===== src/common/aluPkg.sv =====
/* ALU peripheral shared definitions
   Widths, register map, control word layout and AXI response codes */
package aluPkg;

    // Datapath and bus widths
    localparam int DataWidth = 16;
    localparam int AddrWidth = 5;
    localparam int BusWidth = 32;
    localparam int BusStrbWidth = BusWidth / 8;
    localparam int StrbWidth = DataWidth / 8;

    // Register byte addresses
    localparam logic [AddrWidth-1:0] AddrX = 5'h00;
    localparam logic [AddrWidth-1:0] AddrY = 5'h04;
    localparam logic [AddrWidth-1:0] AddrCtrl = 5'h08;
    localparam logic [AddrWidth-1:0] AddrResult = 5'h0C;
    localparam logic [AddrWidth-1:0] AddrFlags = 5'h10;

    // Function controls, same order as the classic six-bit ALU
    localparam int CtrlNo = 0;
    localparam int CtrlF = 1;
    localparam int CtrlNy = 2;
    localparam int CtrlEy = 3;
    localparam int CtrlNx = 4;
    localparam int CtrlEx = 5;

    localparam int CtrlShr8 = 6;

    // Two-bit write-back destination field starts here
    localparam int CtrlDstLo = 7;
    localparam int DstWidth = 2;

    localparam logic [DstWidth-1:0] DstNone = 2'd0;
    localparam logic [DstWidth-1:0] DstX = 2'd1;
    localparam logic [DstWidth-1:0] DstY = 2'd2;

    localparam int CtrlWidth = 9;

    localparam logic [1:0] RespOkay = 2'b00;
    localparam logic [1:0] RespSlvErr = 2'b10;

endpackage


===== src/alu/hackAlu.sv =====
/* Six-bit controlled ALU function unit
   Operand enable and invert, add or and, output invert, flags, shift by eight */
`timescale 1ns/1ns

module hackAlu
    import aluPkg::*;
(
    input  logic [DataWidth-1:0] opX,
    input  logic [DataWidth-1:0] opY,
    input  logic [CtrlWidth-1:0] ctrlWord,
    output logic [DataWidth-1:0] aluOut,
    output logic                 zFlag,
    output logic                 ltFlag
);

    logic [DataWidth-1:0] xEnabled;
    logic [DataWidth-1:0] yEnabled;
    logic [DataWidth-1:0] xIn;
    logic [DataWidth-1:0] yIn;
    logic [DataWidth-1:0] funcOut;
    logic [DataWidth-1:0] rawOut;

    // Cleared enable zeroes the operand
    assign xEnabled = ctrlWord[CtrlEx] ? opX : '0;
    assign yEnabled = ctrlWord[CtrlEy] ? opY : '0;

    assign xIn = ctrlWord[CtrlNx] ? ~xEnabled : xEnabled;
    assign yIn = ctrlWord[CtrlNy] ? ~yEnabled : yEnabled;

    // Sum wraps modulo 2^16
    assign funcOut = ctrlWord[CtrlF] ? (xIn + yIn) : (xIn & yIn);

    assign rawOut = ctrlWord[CtrlNo] ? ~funcOut : funcOut;

    // Flags always describe the value before the shift
    assign zFlag = (rawOut == '0);
    assign ltFlag = rawOut[DataWidth-1];

    assign aluOut = ctrlWord[CtrlShr8] ? (rawOut >> 8) : rawOut;

endmodule


===== src/source/operandRegs.sv =====
/* X and Y operand registers
   Byte-strobed bus writes plus ALU result write-back on execute */
`timescale 1ns/1ns

module operandRegs
    import aluPkg::*;
(
    input  logic                 clk,
    input  logic                 rstN,
    input  logic                 writeX,
    input  logic                 writeY,
    input  logic [DataWidth-1:0] writeData,
    input  logic [StrbWidth-1:0] writeStrb,
    input  logic                 execute,
    input  logic [CtrlWidth-1:0] ctrlWord,
    input  logic [DataWidth-1:0] aluOut,
    output logic [DataWidth-1:0] opX,
    output logic [DataWidth-1:0] opY
);

    logic [DstWidth-1:0] dstSel;
    logic                writeBack;

    function automatic logic [DataWidth-1:0] mergeBytes(
        input logic [DataWidth-1:0] oldValue,
        input logic [DataWidth-1:0] newValue,
        input logic [StrbWidth-1:0] strb
    );
        logic [DataWidth-1:0] merged;
        merged = oldValue;
        for (int b = 0; b < StrbWidth; b++) begin
            if (strb[b]) begin
                merged[b*8 +: 8] = newValue[b*8 +: 8];
            end
        end
        return merged;
    endfunction

    assign dstSel = ctrlWord[CtrlDstLo +: DstWidth];
    assign writeBack = execute && (dstSel != DstNone);

    // aluOut already carries the shift, so write-back matches RESULT
    always_ff @(posedge clk or negedge rstN) begin
        if (!rstN) begin
            opX <= '0;
            opY <= '0;
        end else begin
            if (writeX) begin
                opX <= mergeBytes(opX, writeData, writeStrb);
            end else if (writeBack && dstSel == DstX) begin
                opX <= aluOut;
            end
            if (writeY) begin
                opY <= mergeBytes(opY, writeData, writeStrb);
            end else if (writeBack && dstSel == DstY) begin
                opY <= aluOut;
            end
        end
    end

endmodule


===== src/source/resultUnit.sv =====
/* Result and flag registers
   Capture the ALU output on execute and hold it for reads */
`timescale 1ns/1ns

module resultUnit
    import aluPkg::*;
(
    input  logic                 clk,
    input  logic                 rstN,
    input  logic                 execute,
    input  logic [DataWidth-1:0] aluOut,
    input  logic                 zFlag,
    input  logic                 ltFlag,
    output logic [DataWidth-1:0] result,
    output logic                 flagsZ,
    output logic                 flagsLt
);

    // Held until the next execute, later operand writes do not disturb it
    always_ff @(posedge clk or negedge rstN) begin
        if (!rstN) begin
            result <= '0;
            flagsZ <= 1'b0;
            flagsLt <= 1'b0;
        end else if (execute) begin
            result <= aluOut;
            flagsZ <= zFlag;
            flagsLt <= ltFlag;
        end
    end

endmodule


===== src/source/aluControl.sv =====
/* AXI4-Lite slave for the ALU peripheral
   Runs the handshakes, decodes the register map and muxes read data */
`timescale 1ns/1ns

module aluControl
    import aluPkg::*;
(
    input  logic                    clk,
    input  logic                    rstN,
    input  logic [AddrWidth-1:0]    awaddr,
    input  logic                    awvalid,
    output logic                    awready,
    input  logic [BusWidth-1:0]     wdata,
    input  logic [BusStrbWidth-1:0] wstrb,
    input  logic                    wvalid,
    output logic                    wready,
    output logic [1:0]              bresp,
    output logic                    bvalid,
    input  logic                    bready,
    input  logic [AddrWidth-1:0]    araddr,
    input  logic                    arvalid,
    output logic                    arready,
    output logic [BusWidth-1:0]     rdata,
    output logic [1:0]              rresp,
    output logic                    rvalid,
    input  logic                    rready,
    input  logic [DataWidth-1:0]    opX,
    input  logic [DataWidth-1:0]    opY,
    input  logic [DataWidth-1:0]    result,
    input  logic                    zFlag,
    input  logic                    ltFlag,
    output logic                    writeX,
    output logic                    writeY,
    output logic [DataWidth-1:0]    writeData,
    output logic [StrbWidth-1:0]    writeStrb,
    output logic                    execute,
    output logic [CtrlWidth-1:0]    ctrlWord
);

    logic                writeAccept;
    logic                writeKnown;
    logic                readAccept;
    logic                readKnown;
    logic [BusWidth-1:0] readMux;

    // Address and data are taken together, one write in flight at most
    assign writeAccept = awvalid && wvalid && !bvalid;
    assign awready = writeAccept;
    assign wready = writeAccept;

    assign writeX = writeAccept && (awaddr == AddrX);
    assign writeY = writeAccept && (awaddr == AddrY);
    assign execute = writeAccept && (awaddr == AddrCtrl);
    assign writeKnown = (awaddr == AddrX) || (awaddr == AddrY) || (awaddr == AddrCtrl);

    // Upper half of the bus word is ignored
    assign writeData = wdata[DataWidth-1:0];
    assign writeStrb = wstrb[StrbWidth-1:0];
    assign ctrlWord = wdata[CtrlWidth-1:0];

    always_ff @(posedge clk or negedge rstN) begin
        if (!rstN) begin
            bvalid <= 1'b0;
        end else if (writeAccept) begin
            bvalid <= 1'b1;
        end else if (bready) begin
            bvalid <= 1'b0;
        end
    end

    always_ff @(posedge clk) begin
        if (writeAccept) begin
            bresp <= writeKnown ? RespOkay : RespSlvErr;
        end
    end

    assign readAccept = arvalid && !rvalid;
    assign arready = readAccept;

    always_comb begin
        readMux = '0;
        readKnown = 1'b1;
        case (araddr)
            AddrX:      readMux[DataWidth-1:0] = opX;
            AddrY:      readMux[DataWidth-1:0] = opY;
            AddrResult: readMux[DataWidth-1:0] = result;
            // Z in bit 0, LT in bit 1
            AddrFlags:  readMux[1:0] = {ltFlag, zFlag};
            default:    readKnown = 1'b0;
        endcase
    end

    always_ff @(posedge clk or negedge rstN) begin
        if (!rstN) begin
            rvalid <= 1'b0;
        end else if (readAccept) begin
            rvalid <= 1'b1;
        end else if (rready) begin
            rvalid <= 1'b0;
        end
    end

    // Sampled once at acceptance, stable while rvalid waits
    always_ff @(posedge clk) begin
        if (readAccept) begin
            rdata <= readMux;
            rresp <= readKnown ? RespOkay : RespSlvErr;
        end
    end

endmodule


===== src/source/aluTop.sv =====
/* ALU peripheral top level
   Connects the AXI4-Lite slave to the operand, function and result blocks */
`timescale 1ns/1ns

module aluTop
    import aluPkg::*;
(
    input  logic                    clk,
    input  logic                    rstN,
    input  logic [AddrWidth-1:0]    awaddr,
    input  logic                    awvalid,
    output logic                    awready,
    input  logic [BusWidth-1:0]     wdata,
    input  logic [BusStrbWidth-1:0] wstrb,
    input  logic                    wvalid,
    output logic                    wready,
    output logic [1:0]              bresp,
    output logic                    bvalid,
    input  logic                    bready,
    input  logic [AddrWidth-1:0]    araddr,
    input  logic                    arvalid,
    output logic                    arready,
    output logic [BusWidth-1:0]     rdata,
    output logic [1:0]              rresp,
    output logic                    rvalid,
    input  logic                    rready
);

    logic                 writeX;
    logic                 writeY;
    logic                 execute;
    logic [DataWidth-1:0] writeData;
    logic [StrbWidth-1:0] writeStrb;
    logic [CtrlWidth-1:0] ctrlWord;
    logic [DataWidth-1:0] opX;
    logic [DataWidth-1:0] opY;
    logic [DataWidth-1:0] aluOut;
    logic                 zFlag;
    logic                 ltFlag;
    logic [DataWidth-1:0] result;
    logic                 flagsZ;
    logic                 flagsLt;

    aluControl u_aluControl (
        .clk       (clk),
        .rstN      (rstN),
        .awaddr    (awaddr),
        .awvalid   (awvalid),
        .awready   (awready),
        .wdata     (wdata),
        .wstrb     (wstrb),
        .wvalid    (wvalid),
        .wready    (wready),
        .bresp     (bresp),
        .bvalid    (bvalid),
        .bready    (bready),
        .araddr    (araddr),
        .arvalid   (arvalid),
        .arready   (arready),
        .rdata     (rdata),
        .rresp     (rresp),
        .rvalid    (rvalid),
        .rready    (rready),
        .opX       (opX),
        .opY       (opY),
        .result    (result),
        .zFlag     (flagsZ),
        .ltFlag    (flagsLt),
        .writeX    (writeX),
        .writeY    (writeY),
        .writeData (writeData),
        .writeStrb (writeStrb),
        .execute   (execute),
        .ctrlWord  (ctrlWord)
    );

    operandRegs u_operandRegs (
        .clk       (clk),
        .rstN      (rstN),
        .writeX    (writeX),
        .writeY    (writeY),
        .writeData (writeData),
        .writeStrb (writeStrb),
        .execute   (execute),
        .ctrlWord  (ctrlWord),
        .aluOut    (aluOut),
        .opX       (opX),
        .opY       (opY)
    );

    hackAlu u_hackAlu (
        .opX      (opX),
        .opY      (opY),
        .ctrlWord (ctrlWord),
        .aluOut   (aluOut),
        .zFlag    (zFlag),
        .ltFlag   (ltFlag)
    );

    resultUnit u_resultUnit (
        .clk     (clk),
        .rstN    (rstN),
        .execute (execute),
        .aluOut  (aluOut),
        .zFlag   (zFlag),
        .ltFlag  (ltFlag),
        .result  (result),
        .flagsZ  (flagsZ),
        .flagsLt (flagsLt)
    );

endmodule


===== config.mk =====
export PLATFORM = sky130hd
export DESIGN_NAME = aluTop
export DESIGN_NICKNAME = d
export VERILOG_FILES = /design/src/common/aluPkg.sv /design/src/alu/hackAlu.sv /design/src/source/operandRegs.sv /design/src/source/resultUnit.sv /design/src/source/aluControl.sv /design/src/source/aluTop.sv
export SDC_FILE = /design/constraint.sdc
export NUM_CORES = 1
export LEC_CHECK = 0
export ABC_AREA = 1
export BUFFER_PORTS_ARGS = -buffer_cell sky130_fd_sc_hd__buf_2
export CORE_MARGIN = 2
export CORE_UTILIZATION = 55
export CTS_CLUSTER_SIZE = 25
export DETAILED_ROUTE_END_ITERATION = 10
export PLACE_DENSITY = 0.77
export SYNTH_ARGS = -nofsm -noshare
export SYNTH_HDL_FRONTEND = slang
export SYNTH_HIERARCHICAL = 1
export SYNTH_SLANG_ARGS = --single-unit

===== constraint.sdc =====
create_clock -name clk -period 3.3 [get_ports clk]
set_input_delay 0.33 -clock clk [delete_from_list [all_inputs] [get_ports clk]]
set_output_delay 0.33 -clock clk [all_outputs]
set_load 0.05 [all_outputs]

==> impl_metrics.ini <==
[synth]
syn_inst = 938
synth.top_cell.area_share_pct = 20.7
syn_area_mm2 = 0.00630
ys_warn_count = 6
postSynthAreaPerCell_um2 = 6.72
synth.yosys.seq_area_share_pct = 29.2
synth_top_area_cell = nand2_1
synth.ff_latch_count = 70
async_reset_ff_share_pct = 74.3
synth_edf_count = 18
synthFlopType = dfrtp_1
synth.area.top_cells = nand2_1 (21%), dfrtp_1 (21%), edfxtp_1 (8.6%), nand3_1 (7.9%), inv_1 (5.9%)
yosysUniqueCellTypes = 41

[pwr]
power_density_mw_per_mm2 = 451
irDropWorstVdd_mv = 0.480
p_leak_nw = 3.58
power_mw = 3.03

[route]
wl_um = 16600
firstDrtPassIters = 6
routedWlPerCell_um = 15.0
vias = 5974
postRouteAntennaNets = 0
drt-initial-drc-count = 622
vias_per_cell = 5.41
drc = 0

[critical_path]
critPathLaunch = u_operandRegs/opX[7]
critical_path_class = reg -> reg
required_ps = 3570
r2r.worst_path.cells = 19
r2r_end = u_operandRegs/opY[5]
crit_path_start_kind = flip-flop
end_kind = flip-flop
cp.arrival_ps = 3210
r2r_slack_ps = 360
r2r-start = u_operandRegs/opX[7]
setup.worst_path.end = u_operandRegs/opY[5]
cp_max_fo = 6

[global_routing]
grt_max_degree = 36
grt.overflow.total = 0
grt_pass1_wl_um = 27200
grt_pass1_vias = 5468
gr-usage-all-layers_pct = 27.7
antenna_found_initial = 0

[sta]
layout_min_cycle_time_ps = 2940
max_freq_mhz = 340
setup_ws_ps = 355
skew_ps = 4.81
rsz0062_at_grt = false
period_share_pct = 89.2
relSlewSlack_pct = 46.2
slew_violations = 0
hold_violations = 0
fin_tns_setup_ps = 0
tightest_slew_ps = 806
setup_violations = 0

[worst_hold_path]
hold_path_class = in -> async

[final_layout]
final_net_count = 1027
postLayoutCoreUtil_pct = 59.4
syn_to_final_growth_pct = 6.67
n_antenna_cell = 0
drive_above_1_share_pct = 17.2

[placed_design]
dp_hpwl_um = 12300
place_ws_ps = 210
portBuffers = 57
routabilityCongestion = 0.929

[die]
initial_utilization_pct = 55.6
die_w_um = 111
die_area_mm2 = 0.0123
ios = 94
rows = 39
fp.dieH_um = 111
core_mm2 = 0.0113

[clock_network]
cts_buffers = 9
root_buffer = clkbuf_16
hold_buffers = 0
cts_resized = 0
insertion_delay_ps = 340
post_cts_buffers = 0
clk_pin_slew_ps = 60
cts_max_level = 3
cts_sinks = 70
clk_path_buf_depth = 2
cts_tree = built

[flow_run]
max_cap_viol_count = 0

[run_status]
status = complete, no violations
[stage by stage]
stage	area, µm²	hold WS [ps]	instances
after global routing	6720	165	1105
final	6720	86.1	1105
after global placement	6380	455	1089
after detailed placement	6380	459	1089
after CTS	6720	108	1105
after floorplan	6360	34.4	955
[critical path, cell delays in order (launching register included)]
cell      delay, ps
dfrtp_1         410
nand2_1          90
xor2_1          240
inv_1            80
ha_1            400
nand2_1         130
nor2_1          140
and2_1          130
nand2_1          70
nand3b_1        100
nand3_2         100
nand2_1          90
nand2_1          60
nand2_1         120
nand2_1          60
o21ai_0         190
inv_1           130
o21ai_0         160
nand2_1          80
nand2_1          80
[layout make-up]
| type | instances | area [µm²] |
|---|---|---|
| Clock buffer | 10 | 229 |
| Clock inverter | 6 | 110 |
| Fill cell | 1108 | 4600 |
| Inverter | 111 | 427 |
| Multi-Input combinational cell | 691 | 3510 |
| Sequential cell | 70 | 1840 |
| Tap cell | 143 | 179 |
| Timing Repair Buffer | 74 | 425 |
[synth_stat cells (all sizes together) (2+ instances only)]
cell,number
ha,16
or2,3
nand3,116
nand3b,3
o21ai,42
clkbuf,10
nor2,31
nor3,4
edfxtp,18
a21oi,17
buf,72
a31oi,2
clkinv,2
nand2,377
xor2,32
nand4,25
o211ai,2
inv,109
dfrtp,52
[cell families (layout without fill, tap and decap cells)]
kind of cell	after synthesis	after routing	synth area share [%]
other	1	18	0.0595
adders and majority gates	17	17	3.50
AOI/OAI and AO/OA	63	63	5.24
DFF	70	70	29.2
xor gates and xnor gates	33	33	4.59
and+or+nand+nor	560	560	41.1
buffers and inverters	194	201	16.3
[flip-flops by register name (all words and copies together), names as in the netlist]
register / cells
u_aluControl/rdata: 16
u_aluControl/bvalid: 1
u_aluControl/rresp: 1
u_operandRegs/opY: 16
u_resultUnit/flagsLt: 1
u_aluControl/rvalid: 1
u_resultUnit/result: 16
u_resultUnit/flagsZ: 1
u_operandRegs/opX: 16
u_aluControl/bresp: 1
[cells in the final DEF, fill, tap and decap left out, drive strengths merged, types with 10 or more instances in the layout]
| cell | netlist | final |
|---|---|---|
| ha | 16 | 16 |
| o21ai | 42 | 42 |
| nand2 | 377 | 377 |
| nor2 | 31 | 31 |
| xor2 | 32 | 32 |
| clkbuf | 10 | 10 |
| nand4 | 25 | 25 |
| conb | 1 | 18 |
| dfrtp | 52 | 52 |
| nand3 | 116 | 116 |
| buf | 72 | 74 |
| inv | 109 | 109 |
| a21oi | 17 | 17 |
| edfxtp | 18 | 18 |
[report_power, final]
part / switching, mW / internal [mW] / leakage (nW)
sequential: 0.0531 / 0.963 / 0.883
clock: 0.365 / 0.737 / 0.160
combinational: 0.635 / 0.279 / 2.54
[how the worst min path moves through the flow]
stage / to / cells after the start
6_report: u_resultUnit/result[0] / 1
5_1_grt: u_operandRegs/opX[1] / 1
4_1_cts: u_operandRegs/opX[1] / 1
3_5_place_dp: u_operandRegs/opY[7] / 1
3_3_place_gp: u_resultUnit/result[5] / 2
2_1_floorplan: u_aluControl/bvalid / 0
[metal layers]
layer	vias up	wire (µm)	GRT usage [%]
met1	2723	6940	38.2
met3	42	1510	4.05
li1	2936	-	-
met4	0	425	9.38
met5	-	0	0
met2	273	7680	44.9
Power figures use the tool's default switching activity.
